File: src/hw/vga_grid_pkg.sv
package vga_grid_pkg;

  // Screen coordinate, column or row
  typedef logic [9:0] pixel_coord_t;

  // Playfield row index, 0 to 19
  typedef logic [4:0] cell_row_t;

  // Playfield column index, 0 to 9
  typedef logic [3:0] cell_col_t;

  // Color as {red, green, blue}
  typedef logic [2:0] color_t;

  // Playfield size, fixed by the game
  localparam int GRID_ROWS = 20;
  localparam int GRID_COLS = 10;

  // Empty cell and background
  localparam color_t COLOR_BLACK = 3'b000;

  // Grid lines
  localparam color_t COLOR_WHITE = 3'b111;

endpackage

File: src/hw/vga_timing.sv
`timescale 1ns/1ps

module vga_timing
  import vga_grid_pkg::*;
(
  input  logic         clk,
  input  logic         arst_n,
  output pixel_coord_t pixel_x,
  output pixel_coord_t pixel_y,
  output logic         active,
  output logic         hsync_n,
  output logic         vsync_n
);

  // Horizontal timing in pixels, 640x480 mode
  localparam int H_ACTIVE = 640;
  localparam int H_FP     = 16;
  localparam int H_SYNC   = 96;
  localparam int H_BP     = 48;
  localparam int H_TOTAL  = H_ACTIVE + H_FP + H_SYNC + H_BP;

  // Vertical timing in lines
  localparam int V_ACTIVE = 480;
  localparam int V_FP     = 10;
  localparam int V_SYNC   = 2;
  localparam int V_BP     = 33;
  localparam int V_TOTAL  = V_ACTIVE + V_FP + V_SYNC + V_BP;

  // Counter limits and sync windows as coordinates
  localparam pixel_coord_t H_ACT_END    = pixel_coord_t'(H_ACTIVE);
  localparam pixel_coord_t H_SYNC_START = pixel_coord_t'(H_ACTIVE + H_FP);
  localparam pixel_coord_t H_SYNC_END   = pixel_coord_t'(H_ACTIVE + H_FP + H_SYNC);
  localparam pixel_coord_t H_LAST       = pixel_coord_t'(H_TOTAL - 1);
  localparam pixel_coord_t V_ACT_END    = pixel_coord_t'(V_ACTIVE);
  localparam pixel_coord_t V_SYNC_START = pixel_coord_t'(V_ACTIVE + V_FP);
  localparam pixel_coord_t V_SYNC_END   = pixel_coord_t'(V_ACTIVE + V_FP + V_SYNC);
  localparam pixel_coord_t V_LAST       = pixel_coord_t'(V_TOTAL - 1);

  pixel_coord_t h_next;
  pixel_coord_t v_next;
  logic         h_wrap;

  // Next position, one pixel per clock
  always_comb begin
    h_wrap = (pixel_x == H_LAST);
    h_next = h_wrap ? '0 : pixel_x + 10'd1;
    v_next = pixel_y;
    // Line done, step to next row
    if (h_wrap) begin
      v_next = (pixel_y == V_LAST) ? '0 : pixel_y + 10'd1;
    end
  end

  // Syncs and active flag decoded from the next position,
  // so all outputs describe the same pixel
  always_ff @(posedge clk or negedge arst_n) begin
    if (!arst_n) begin
      pixel_x <= '0;
      pixel_y <= '0;
      // Pixel (0,0) is visible
      active  <= 1'b1;
      hsync_n <= 1'b1;
      vsync_n <= 1'b1;
    end else begin
      pixel_x <= h_next;
      pixel_y <= v_next;
      active  <= (h_next < H_ACT_END) && (v_next < V_ACT_END);
      hsync_n <= !((h_next >= H_SYNC_START) && (h_next < H_SYNC_END));
      vsync_n <= !((v_next >= V_SYNC_START) && (v_next < V_SYNC_END));
    end
  end

endmodule

File: src/hw/playfield_ram.sv
`timescale 1ns/1ps

module playfield_ram
  import vga_grid_pkg::*;
(
  input  logic      clk,
  input  logic      arst_n,
  input  logic      cell_we,
  input  cell_row_t cell_row,
  input  cell_col_t cell_col,
  input  color_t    cell_color,
  input  logic      field_clear,
  input  cell_row_t rd_row,
  input  cell_col_t rd_col,
  output color_t    rd_color
);

  // One color per playfield cell
  color_t cells [GRID_ROWS][GRID_COLS];

  logic wr_in_range;
  logic rd_in_range;

  // Addresses past the field are dropped
  assign wr_in_range = (int'(cell_row) < GRID_ROWS) && (int'(cell_col) < GRID_COLS);
  assign rd_in_range = (int'(rd_row) < GRID_ROWS) && (int'(rd_col) < GRID_COLS);

  // Clear wins over a write in the same cycle
  always_ff @(posedge clk or negedge arst_n) begin
    if (!arst_n) begin
      for (int r = 0; r < GRID_ROWS; r++) begin
        for (int c = 0; c < GRID_COLS; c++) begin
          cells[r][c] <= COLOR_BLACK;
        end
      end
    end else if (field_clear) begin
      for (int r = 0; r < GRID_ROWS; r++) begin
        for (int c = 0; c < GRID_COLS; c++) begin
          cells[r][c] <= COLOR_BLACK;
        end
      end
    end else if (cell_we && wr_in_range) begin
      cells[cell_row][cell_col] <= cell_color;
    end
  end

  // Registered read, black outside the field
  always_ff @(posedge clk or negedge arst_n) begin
    if (!arst_n) begin
      rd_color <= COLOR_BLACK;
    end else begin
      rd_color <= rd_in_range ? cells[rd_row][rd_col] : COLOR_BLACK;
    end
  end

endmodule

File: src/hw/grid_renderer.sv
`timescale 1ns/1ps

module grid_renderer
  import vga_grid_pkg::*;
#(
  parameter int GRID_X0    = 245,
  parameter int GRID_Y0    = 90,
  parameter int BLOCK_SIZE = 15
) (
  input  logic         clk,
  input  logic         arst_n,
  input  pixel_coord_t pixel_x,
  input  pixel_coord_t pixel_y,
  input  logic         active,
  input  logic         hsync_n,
  input  logic         vsync_n,
  output cell_row_t    rd_row,
  output cell_col_t    rd_col,
  input  color_t       rd_color,
  output logic         red,
  output logic         green,
  output logic         blue,
  output logic         hsync_out_n,
  output logic         vsync_out_n
);

  // Grid window bounds in screen coordinates
  localparam pixel_coord_t X0    = pixel_coord_t'(GRID_X0);
  localparam pixel_coord_t Y0    = pixel_coord_t'(GRID_Y0);
  localparam pixel_coord_t X_END = pixel_coord_t'(GRID_X0 + GRID_COLS * BLOCK_SIZE);
  localparam pixel_coord_t Y_END = pixel_coord_t'(GRID_Y0 + GRID_ROWS * BLOCK_SIZE);
  localparam pixel_coord_t BLK   = pixel_coord_t'(BLOCK_SIZE);

  pixel_coord_t dx;
  pixel_coord_t dy;
  pixel_coord_t col_idx;
  pixel_coord_t row_idx;
  logic         in_grid;
  logic         on_line;

  // Stage 1 registers
  logic s1_in_grid;
  logic s1_on_line;
  logic s1_active;
  logic s1_hsync_n;
  logic s1_vsync_n;

  // Stage 2 registers
  logic s2_in_grid;
  logic s2_on_line;
  logic s2_active;
  logic s2_hsync_n;
  logic s2_vsync_n;

  color_t pix_color;

  // Offset from grid origin, wraps left of or above the grid
  always_comb begin
    dx      = pixel_x - X0;
    dy      = pixel_y - Y0;
    col_idx = dx / BLK;
    row_idx = dy / BLK;
    in_grid = (pixel_x >= X0) && (pixel_x < X_END) &&
              (pixel_y >= Y0) && (pixel_y < Y_END);
    // Block edges plus the closing right and bottom lines
    on_line = ((dx % BLK) == '0) || ((dy % BLK) == '0) ||
              (pixel_x == X_END - 10'd1) || (pixel_y == Y_END - 10'd1);
  end

  // Stage 1, cell index goes straight to the RAM read port
  always_ff @(posedge clk or negedge arst_n) begin
    if (!arst_n) begin
      s1_in_grid <= 1'b0;
      s1_on_line <= 1'b0;
      s1_active  <= 1'b0;
      s1_hsync_n <= 1'b1;
      s1_vsync_n <= 1'b1;
      rd_row     <= '0;
      rd_col     <= '0;
    end else begin
      s1_in_grid <= in_grid;
      s1_on_line <= on_line;
      s1_active  <= active;
      s1_hsync_n <= hsync_n;
      s1_vsync_n <= vsync_n;
      rd_row     <= cell_row_t'(row_idx);
      rd_col     <= cell_col_t'(col_idx);
    end
  end

  // Stage 2, lines up with the registered cell color
  always_ff @(posedge clk or negedge arst_n) begin
    if (!arst_n) begin
      s2_in_grid <= 1'b0;
      s2_on_line <= 1'b0;
      s2_active  <= 1'b0;
      s2_hsync_n <= 1'b1;
      s2_vsync_n <= 1'b1;
    end else begin
      s2_in_grid <= s1_in_grid;
      s2_on_line <= s1_on_line;
      s2_active  <= s1_active;
      s2_hsync_n <= s1_hsync_n;
      s2_vsync_n <= s1_vsync_n;
    end
  end

  // Final color select
  always_comb begin
    if (!s2_active || !s2_in_grid) begin
      pix_color = COLOR_BLACK;
    end else if (s2_on_line) begin
      pix_color = COLOR_WHITE;
    end else begin
      pix_color = rd_color;
    end
  end

  // Color bits, red on top
  assign red   = pix_color[2];
  assign green = pix_color[1];
  assign blue  = pix_color[0];

  // Syncs two stages late, same as color
  assign hsync_out_n = s2_hsync_n;
  assign vsync_out_n = s2_vsync_n;

endmodule

File: src/hw/vga_grid_top.sv
`timescale 1ns/1ps

module vga_grid_top
  import vga_grid_pkg::*;
#(
  parameter int GRID_X0    = 245,
  parameter int GRID_Y0    = 90,
  parameter int BLOCK_SIZE = 15
) (
  input  logic      clk,
  input  logic      arst_n,
  input  logic      cell_we,
  input  cell_row_t cell_row,
  input  cell_col_t cell_col,
  input  color_t    cell_color,
  input  logic      field_clear,
  output logic      red,
  output logic      green,
  output logic      blue,
  output logic      hsync_n,
  output logic      vsync_n
);

  // Timing to renderer
  pixel_coord_t pixel_x;
  pixel_coord_t pixel_y;
  logic         active;
  logic         tim_hsync_n;
  logic         tim_vsync_n;

  // Renderer read port
  cell_row_t rd_row;
  cell_col_t rd_col;
  color_t    rd_color;

  // Pixel counters and raw syncs
  vga_timing u_timing (
    .clk     (clk),
    .arst_n  (arst_n),
    .pixel_x (pixel_x),
    .pixel_y (pixel_y),
    .active  (active),
    .hsync_n (tim_hsync_n),
    .vsync_n (tim_vsync_n)
  );

  // Two-stage pixel pipeline
  grid_renderer #(
    .GRID_X0    (GRID_X0),
    .GRID_Y0    (GRID_Y0),
    .BLOCK_SIZE (BLOCK_SIZE)
  ) u_renderer (
    .clk         (clk),
    .arst_n      (arst_n),
    .pixel_x     (pixel_x),
    .pixel_y     (pixel_y),
    .active      (active),
    .hsync_n     (tim_hsync_n),
    .vsync_n     (tim_vsync_n),
    .rd_row      (rd_row),
    .rd_col      (rd_col),
    .rd_color    (rd_color),
    .red         (red),
    .green       (green),
    .blue        (blue),
    .hsync_out_n (hsync_n),
    .vsync_out_n (vsync_n)
  );

  // Cell storage
  playfield_ram u_playfield (
    .clk         (clk),
    .arst_n      (arst_n),
    .cell_we     (cell_we),
    .cell_row    (cell_row),
    .cell_col    (cell_col),
    .cell_color  (cell_color),
    .field_clear (field_clear),
    .rd_row      (rd_row),
    .rd_col      (rd_col),
    .rd_color    (rd_color)
  );

endmodule

File: config.mk
export PLATFORM = sky130hd
export DESIGN_NAME = vga_grid_top
export DESIGN_NICKNAME = d
export VERILOG_FILES = /design/src/hw/vga_grid_pkg.sv /design/src/hw/vga_timing.sv /design/src/hw/playfield_ram.sv /design/src/hw/grid_renderer.sv /design/src/hw/vga_grid_top.sv
export SDC_FILE = /design/constraint.sdc
export NUM_CORES = 1
export LEC_CHECK = 0
export BUFFER_PORTS_ARGS = -buffer_cell sky130_fd_sc_hd__clkbuf_2
export CORE_MARGIN = 1
export CORE_UTILIZATION = 40
export DETAILED_ROUTE_END_ITERATION = 10
export MAX_ROUTING_LAYER = met4
export PLACE_DENSITY_LB_ADDON = 0.12
export REMOVE_ABC_BUFFERS = 1
export SLEW_MARGIN = 5
export SYNTH_ARGS = -nofsm -noshare
export SYNTH_HDL_FRONTEND = slang
export SYNTH_SLANG_ARGS = --single-unit
File: constraint.sdc
create_clock -name clk -period 15.71 [get_ports clk]
set_clock_uncertainty 0.1 [all_clocks]
set_input_delay 1.571 -clock clk [delete_from_list [all_inputs] [get_ports clk]]
set_output_delay 1.571 -clock clk [all_outputs]
set_load 0.01 [all_outputs]
=== Word-level counts from Yosys, hierarchy flattened ===
Index checks and enable logic that the tools add are counted.
Widths: inputs -> output; s select.

* Reduce and logical (&&, ||, !) cells: 22
* Magnitude comparators: 20
* Bitwise operators: 4
* Equal/unequal tests: 4
* Add/subtract/negate cells: 4
* Muxes and demuxes: 19
* Div/mod/pow operators: 4

{| class="wikitable"
|+ Operators with widths
! operator !! count
|-
| $mux 600 || 2
|-
| $bwmux 600 || 1
|-
| $bmux 30 s5 || 1
|-
| $demux 30 s5 || 1
|-
| $mux 30 || 3
|-
| $lt 10x9->1 const B || 4
|-
| $mux 10 || 3
|-
| $add 10x1->10 const B || 2
|-
| $div 10x4->10 const B || 2
|-
| $eq 10x10->1 const B || 2
|-
| $eq 10x9->1 const B || 2
|-
| $logic_not 10->1 || 2
|-
| $lt 10x10->1 const B || 2
|-
| $mod 10x4->10 const B || 2
|-
| $mux 3 || 6
|-
| $bmux 3 s4 || 1
|-
| $demux 3 s4 || 1
|-
| $ge 6x6->1 const B || 2
|-
| $not 5->6 || 2
|-
| $logic_and 1x1->1 || 11
|-
| $ge 10x10->1 const B || 1
|-
| $ge 10x7->1 const B || 1
|-
| $ge 10x8->1 const B || 1
|-
| $ge 10x9->1 const B || 1
|-
| other kinds (11) || 21
|}

* Flip-flop bits (word level): 645
* Output and inout port bits: 5
* Input port bits: 16
* Word-level logic and storage cells: 295

=== Longest topological paths before layout ===
Gate-level depths: netlist (run 1).

* Depth in word-level cells: 10
* Mapped depth: 28
* Gate-level depth less buffers: 26

=== Hierarchy ===
A second synthesis (run 1) with hierarchy kept.

* Cell total of the unflattened synthesis: 3826
* Area total of the unflattened synthesis: 35480.3 um^2

{| class="wikitable"
|+ Modules (own cells, without submodules)
! module !! area each (um^2) !! times used !! cells each !! seq. area each (um^2)
|-
| playfield_ram || 30525.5 || 1 || 3212 || 15089.5
|-
| grid_renderer || 3624.7 || 1 || 479 || 480.5
|-
| vga_timing || 1330.0 || 1 || 135 || 579.3
|}

=== Worst setup path before layout (run 1) ===
Ideal clock, no wire load.

* Kind: register -> register
* From: register u_timing.pixel_y[1]
* To: register u_renderer.s1_on_line
* Buffers on the path: 3
* Slack: 10.326 ns
* Cell stages (with the launch flop): 27
* Library setup time: 0.104 ns
* Period minus slack after synthesis: 5.384 ns
* Arrival: 5.180 ns
* Data required time: 15.506 ns
* Cell sequence: dfrtp_1 buf_2 inv_1 ha_1 buf_2 nand3b_1 nand3_1 a221oi_1 a41oi_1 mux2i_2 buf_2 a22oi_1 o22ai_2 nor2_2 nor4_4 a21oi_1 ha_1 a32oi_1 o32ai_2 nor3_2 xnor2_1 ha_1 inv_1 a21oi_1 o311ai_0 o32a_1 o311ai_1

* Cells in the longest elaborated chain, start to end: 6
* Elaborated cells on any way between the ends: 7
* Classes of those cells: add/sub (1); div (1); eq/ne (1); reduce/logical (4)

{| class="wikitable"
|+ Ends and longest elaborated chain
! element !! RTL line !! RTL
|-
| from (decl) || vga_timing.sv:9 || <nowiki>output pixel_coord_t pixel_y,</nowiki>
|-
| from (signal assigned) || vga_timing.sv:66 || <nowiki>pixel_y <= v_next;</nowiki>
|-
| $sub 10x7->10 || grid_renderer.sv:60 || <nowiki>dy = pixel_y - Y0;</nowiki>
|-
| $mod 10x4->10 || grid_renderer.sv:66 || <nowiki>on_line = ((dx % BLK) == '0) || ((dy % BLK) == '0) ||</nowiki>
|-
| $logic_not 10->1 || grid_renderer.sv:66 ||
|-
| $logic_or 1x1->1 (2 in series) || grid_renderer.sv:66 ||
|-
| $logic_or 1x1->1 * || grid_renderer.sv:67 || <nowiki>(pixel_x == X_END - 10'd1) || (pixel_y == Y_END - 10'd1);</nowiki>
|-
| net u_renderer.on_line || grid_renderer.sv:39 || <nowiki>logic on_line;</nowiki>
|-
| to (signal assigned) || grid_renderer.sv:82 || <nowiki>s1_on_line <= on_line;</nowiki>
|-
| to (decl) || grid_renderer.sv:43 || <nowiki>logic s1_on_line;</nowiki>
|}

The timed path passes the listed nets; every way through them passes the cells marked *.
A chain may end at the register's enable or synchronous reset.

=== Worst setup path after layout (run 1) ===
Same ends and word-level chain as after synthesis.

==> results of run 1 <==
stage by stage:
stage / setup WS [ns] / std cells / hold slack [ns]
finish: 9.19 / 4805 / 0.251
CTS: 9.18 / 4804 / 0.254
global route: 8.46 / 4804 / 0.257
floorplan: 8.01 / 3454 / 0.231
global placement: 9.23 / 4665 / 0.234
detailed placement: 9.19 / 4665 / 0.236
Yosys cell counts (21+ instances only):
library cell  instances
mux2i_1              23
dfrtp_1             638
clkbuf_1            332
mux4_2              178
inv_1                21
nand2_1             686
nand3_1              32
xnor2_1              25
buf_1                21
nor2_1              271
o21ai_0             636
a21oi_1             640
worst max-delay path, stage by stage (launching register included):
cell and delay, ns:
dfrtp_1 0.65, inv_1 0.27, ha_1 0.41, and3b_1 0.55, a21oi_1 0.09, o22ai_1 0.17, a221oi_1 0.08, mux2i_2 0.62
xnor2_1 0.28, nand3_1 0.16, a21boi_2 0.29, nand2_1 0.09, a21oi_1 0.37, ha_1 0.33, nand2_1 0.11, o32ai_2 0.39
nor3_2 0.17, xnor2_1 0.16, ha_1 0.24, nand2_1 0.07, nor2_1 0.04, a21oi_1 0.13, o311ai_0 0.12, o32a_1 0.32
o311ai_1 0.26
power by group through the flow:
stage | clock (mW) | combinational [mW] | sequential [mW]
floorplan | 0 | 0.0165 | 1.69
global placement | 0 | 0.133 | 1.69
detailed placement | 0 | 0.132 | 1.69
CTS | 1.95 | 0.132 | 1.66
global route | 2.02 | 0.143 | 1.66
finish | 1.91 | 0.130 | 1.66
worst paths after layout:
| kind | from | endpoint | slack (ns) | cells after the start |
|---|---|---|---|---|
| setup / recovery | u_timing.pixel_y[1]$_DFF_PN0_ | u_renderer.s1_on_line$_DFF_PN0_ | 9.19 | 24 |
| hold / removal | u_renderer.s1_active$_DFF_PN0_ | u_renderer.s2_active$_DFF_PN0_ | 0.25 | 0 |
| setup reg to reg | u_timing.pixel_y[1]$_DFF_PN0_ | u_renderer.s1_on_line$_DFF_PN0_ | 9.19 | 24 |
| hold reg to reg | u_renderer.s1_active$_DFF_PN0_ | u_renderer.s2_active$_DFF_PN0_ | 0.25 | 0 |
| max in group asynchronous | arst_n | u_renderer.rd_row[0]$_DFF_PN0_ | 11.58 | 4 |
| min in group asynchronous | arst_n | u_playfield.cells[488]$_DFFE_PN0P_ | 0.83 | 1 |
final cells by class:
cell class	count	area [um^2]
Multi-Input combinational cell	2787	17200
Clock buffer	111	2300
Timing Repair Buffer	67	522
Antenna cell	1	2.50
Sequential cell	645	16200
Clock inverter	28	409
Inverter	22	82.6
Tap cell	1144	1430
Fill cell	8504	47600
logic make-up after synthesis:
logic type | synth area share
compound gates | 0.219
simple gates | 0.131
flops | 0.463
buf+inv | 0.0449
mux | 0.123
xor+xnor | 0.0117
fa+ha+maj | 0.00600
registers in the layout, summed over array words and instances, names as in the netlist, 3 cells and up:
register	count
u_timing.pixel_y	10
u_renderer.rd_col	4
u_renderer.rd_row	5
u_playfield.cells	600
u_playfield.rd_color	3
u_timing.pixel_x	10
layer usage:
metal / wire [um] / part of all wire / vias to the layer above / track usage
met4: 2160 / 0.021 / 0 / 0.0643
met5: 0 / 0 / - / -
met1: 49000 / 0.47 / 14657 / 0.345
li1: - / - / 13123 / -
met3: 5150 / 0.049 / 131 / 0.0294
met2: 48200 / 0.46 / 664 / 0.369
==> impl_metrics.env, run 1 <==
export IMPL_run_status="finished clean"
export IMPL_post_route_period_util=0.415
export IMPL_clk_root_buffer_cell="clkbuf_16"
export IMPL_intPower_mw=2.83
export IMPL_layout_commonest_cell="nand2_1"
export IMPL_core_um2=85700
export IMPL_cp_max_fo=15
export IMPL_fin_tns_setup_ns=0
export IMPL_wl_per_cell_um=21.8
export IMPL_power_density_nw_per_um2=97.1
export IMPL_synth_warnings=0
export IMPL_nets=3631
export IMPL_antenna_found_initial=6
export IMPL_dr_pass1_iters=7
export IMPL_cts_max_level=3
export IMPL_design_area_um2=38100
export IMPL_maxSlewHeadroom=0.195
export IMPL_drv_slew=0
export IMPL_gp_congestion=0.801
export IMPL_drive_gt1_frac=0.126
export IMPL_clock_sinks=645
export IMPL_grt_usage=0.243
export IMPL_cts_hold_buf=0
export IMPL_cp_end_kind="register"
export IMPL_critPathKind="register to register"
export IMPL_grt_pass1_vias=28617
export IMPL_fin_crit_ns=6.52
export IMPL_cp_data_arrival_time_ns=6.95
export IMPL_die_x_um=297
export IMPL_synth_area_um2=34900
export IMPL_crit_required_ns=16.14
export IMPL_seqPwrFrac=0.449
export IMPL_clk_latency_ns=0.64
export IMPL_routed_via_density=5.95
export IMPL_synthArstFlopShare=1.00
export IMPL_ys_ff_latch=645
export IMPL_grt_pass1_wl_um=167000
export IMPL_io_buffer_count=20
export IMPL_cts_tree="yes"
export IMPL_synth_flop_cell="dfrtp_1"
export IMPL_cts_inserted_buffers=77
export IMPL_mostFrequentLayoutCells="663 x nand2_1, 640 x a21oi_1, 636 x o21ai_0, 634 x dfrtp_1, 271 x nor2_1"
export IMPL_synth_edf_count=0
export IMPL_fp_dieArea_um2=88300
export IMPL_post_cts_buffers=0
export IMPL_ant_nets=0
export IMPL_clk_pin_slew_worst_paths_ns=0.06
export IMPL_synth_area_per_cell_um2=9.09
export IMPL_yosys_top_cells_area="dfrtp_1 46%, mux4_2 12%, a21oi_1 9.2%, o21ai_0 9.1%, nand2_1 7.4%"
export IMPL_drc=0
export IMPL_peakVddDrop_v=0.0000795
export IMPL_rsz0062_at_grt="false"
export IMPL_drt_wl_total_um=105000
export IMPL_area_growth_pct=9.35
export IMPL_place_area_um2=35400
export IMPL_num_rows=107
export IMPL_seq_area_frac_synth=0.463
export IMPL_synthCells=3833
export IMPL_pwr_share_clk=0.516
export IMPL_cts_buffer_depth=3
export IMPL_switching_power_mw=0.875
export IMPL_max_freq_mhz=153
export IMPL_min_delay_path_class="register to register"
export IMPL_worst_slew_pin_slew_ns=1.20
export IMPL_comb_power_share=0.035
export IMPL_synth_largest_area_cell="dfrtp_1"
export IMPL_switching_share=0.236
export IMPL_crit_path_start_kind="register"
export IMPL_drt_iter0_markers=2510
export IMPL_num_vias=28575
export IMPL_synth_top_cell_area_share=0.458
export IMPL_synth_distinct_cells=103
export IMPL_hold_viol_final=0
export IMPL_grt_max_degree=185
export IMPL_p_leak_nw=14.5
export IMPL_cap_violations=0
export IMPL_die_h_um=297
export IMPL_hpwlAfterDp_um=59300
export IMPL_grt_overflow_total=0
export IMPL_setup_violations_final=0
export IMPL_post_cts_resized=0
export IMPL_initial_core_util=0.407
export IMPL_final_util=0.445
export IMPL_power_mw=3.70
export IMPL_top_level_ports=21
Power figures use the tool's default switching activity.
==> inputs of run 2 (changes only) <==
- ABC_AREA: unset -> 1
- clock period: 15.71 -> 5.8 ns (I/O delays scaled with it)
==> run 2 against run 1 <==
Via count increased by 6.6%. Worst setup slack got worse by 8.4 ns. Die area decreased by 4.9%. Highest routed layer unchanged.
==> impl_metrics.env, run 2 <==
export IMPL_grt_usage=0.288
export IMPL_nets=4149
export IMPL_top_level_ports=21
export IMPL_synth_edf_count=0
export IMPL_post_cts_buffers=0
export IMPL_cts_hold_buf=1
export IMPL_synthArstFlopShare=1.00
export IMPL_synth_largest_area_cell="dfrtp_1"
export IMPL_num_rows=105
export IMPL_whs_ns=0.250
export IMPL_drive_gt1_frac=0.0905
export IMPL_drt_wl_total_um=116000
export IMPL_power_mw=9.93
export IMPL_r2r_end="u_renderer.s1_on_line$_DFF_PN0_"
export IMPL_clk_latency_ns=0.62
export IMPL_io_buffer_count=20
export IMPL_cp_data_arrival_time_ns=5.50
export IMPL_final_util=0.452
export IMPL_cap_violations=0
export IMPL_die_x_um=290
export IMPL_cpPeakStageDelay_ns=0.46
export IMPL_hold_viol_final=0
export IMPL_clk_pin_slew_worst_paths_ns=0.06
export IMPL_fin_tns_setup_ns=0
export IMPL_synthCells=4215
export IMPL_synth_warnings=0
export IMPL_num_vias=30456
export IMPL_ant_nets=0
export IMPL_grt_pass1_wl_um=180000
export IMPL_drt_iter0_markers=2990
export IMPL_yosys_top_cells_area="dfrtp_1 48%, o21ai_0 12%, nand2_1 8.7%, nand3_1 4.7%, nor2_1 3.6%"
export IMPL_peakVddDrop_v=0.000200
export IMPL_path_depth=45
export IMPL_dr_pass1_iters=6
export IMPL_top_usage_layer="met2"
export IMPL_wl_per_cell_um=22.2
export IMPL_cp_endpoint="u_renderer.s1_on_line$_DFF_PN0_"
export IMPL_fp_dieArea_um2=84000
export IMPL_cts_max_level=3
export IMPL_post_cts_resized=0
export IMPL_synth_area_um2=33100
export IMPL_crit_path_start_kind="register"
export IMPL_drv_slew=0
export IMPL_cpLargestDelayFamily="simple AND/OR/NAND/NOR gates"
export IMPL_r2r_cells=45
export IMPL_grt_max_degree=141
export IMPL_fin_crit_ns=5.04
export IMPL_synth_common_cells="812 x o21ai_0, 770 x nand2_1, 638 x dfrtp_1"
export IMPL_synth_flop_cell="dfrtp_1"
export IMPL_grt_use_met1=0.390
export IMPL_startpoint="u_timing.pixel_x[0]$_DFF_PN0_"
export IMPL_r2r_slack_ns=0.76
export IMPL_min_delay_path_class="register to register"
export IMPL_largest_register_ffs=600
export IMPL_die_h_um=290
export IMPL_routed_via_density=5.80
export IMPL_synth_top_cell_area_share=0.482
export IMPL_synth_area_per_cell_um2=7.86
export IMPL_grt_met2_usage=0.435
export IMPL_hpwlAfterDp_um=72100
export IMPL_grt_overflow_total=0
export IMPL_largest_register="u_playfield.cells"
export IMPL_place_worst_setup_slack_ns=0.743
export IMPL_max_freq_mhz=198
export IMPL_reg_largest_list="u_playfield.cells (600), u_timing.pixel_x (10), u_timing.pixel_y (10)"
export IMPL_num_fill_cells=8333
export IMPL_initial_core_util=0.404
export IMPL_cts_inserted_buffers=77
export IMPL_clock_sinks=645
export IMPL_antenna_found_initial=2
export IMPL_worst_path_max_delay_cell="dfrtp_1"
export IMPL_cp_end_kind="register"
export IMPL_grt_util_met3=0.0473
export IMPL_power_density_nw_per_um2=268
export IMPL_cts_buffer_depth=3
export IMPL_p_leak_nw=16.0
export IMPL_crit_buf_inv=8
export IMPL_crit_required_ns=6.25
export IMPL_seq_area_frac_synth=0.488
export IMPL_layout_setup_ws_ns=0.755
export IMPL_run_status="finished clean"
export IMPL_mostFrequentLayoutCells="812 x o21ai_0, 767 x nand2_1, 636 x dfrtp_1, 311 x nand3_1, 310 x nor2_1"
export IMPL_synth_most_common_cell="o21ai_0"
export IMPL_area_growth_pct=11.8
export IMPL_clk_root_buffer_cell="clkbuf_16"
export IMPL_post_route_period_util=0.870
export IMPL_rsz0062_at_grt="false"
export IMPL_gp_congestion=0.898
export IMPL_core_um2=82000
export IMPL_worst_slew_pin_slew_ns=1.11
export IMPL_maxSlewHeadroom=0.260
export IMPL_cp_max_fo=8
export IMPL_cpMostUsedCell="nand2_1"
export IMPL_setup_violations_final=0
export IMPL_synth_distinct_cells=56
export IMPL_critPathKind="register to register"
export IMPL_ys_ff_latch=645
export IMPL_grt_pass1_vias=29582
export IMPL_reg2reg_from="u_timing.pixel_x[0]$_DFF_PN0_"
export IMPL_layout_commonest_cell="o21ai_0"
export IMPL_cts_tree="yes"
export IMPL_drc=0
==> run 2: changes by cell type after synthesis, moves of 49 or more <==
cell,before,now
mux4_2,178,0
o21ai_0,636,812
nand4_1,8,66
nor2_1,271,320
o22ai_1,11,175
a21oi_1,640,205
inv_1,21,301
clkbuf_1,332,251
nand2_1,686,770
nand3_1,32,311
==> run 2: worst min path at each step <==
stage / start / endpoint / slack (ns) / cells past startpoint
final: u_renderer.s1_in_grid$_DFF_PN0_ / u_renderer.s2_in_grid$_DFF_PN0_ / 0.25 / 0
after global placement: u_renderer.s1_in_grid$_DFF_PN0_ / u_renderer.s2_in_grid$_DFF_PN0_ / 0.23 / 0
after CTS: u_renderer.s1_in_grid$_DFF_PN0_ / u_renderer.s2_in_grid$_DFF_PN0_ / 0.25 / 0
after global routing: u_renderer.s1_vsync_n$_DFF_PN1_ / u_renderer.vsync_out_n$_DFF_PN1_ / 0.26 / 0
after detailed placement: u_renderer.s1_in_grid$_DFF_PN0_ / u_renderer.s2_in_grid$_DFF_PN0_ / 0.24 / 0
after floorplan: arst_n / u_playfield.cells[0]$_DFFE_PN0P_ / 0.18 / 0
==> run 2: logic make-up after synthesis <==
logic type / share of synthesized area
adders and majority gates: 0.00567
and+or+nand+nor: 0.212
buffers and inverters: 0.0700
DFF: 0.488
xor gates and xnor gates: 0.00212
AOI/OAI and AO/OA: 0.222
==> run 2: where the power goes <==
group	internal, mW	switching [mW]
Sequential	4.50	0.000579
Clock	2.98	1.99
Combinational	0.0679	0.398
Total	7.55	2.38
==> run 2: per-stage QoR <==
step,instances,area (um^2)
4_1_cts,5247,37000
3_5_place_dp,5108,34400
3_3_place_gp,5108,34400
5_1_grt,5248,37000
2_1_floorplan,3936,32100
6_report,5250,37000
==> run 2: routing by layer <==
layer,wire length [um],vias to the layer above
met5,0,-
met4,3970,0
met3,8150,200
met2,51800,1068
met1,52400,14886
li1,-,14302
==> run 2: final cells by class <==
cell class	instances	area, um^2	area share
clock inverter	25	307	0.00828
multi-input combinational	2957	14700	0.398
tap	1070	1340	0.0362
inverter	334	1280	0.0346
timing repair buffer	103	926	0.0250
antenna	3	7.51	0.000203
sequential	645	16200	0.436
clock buffer	113	2270	0.0612
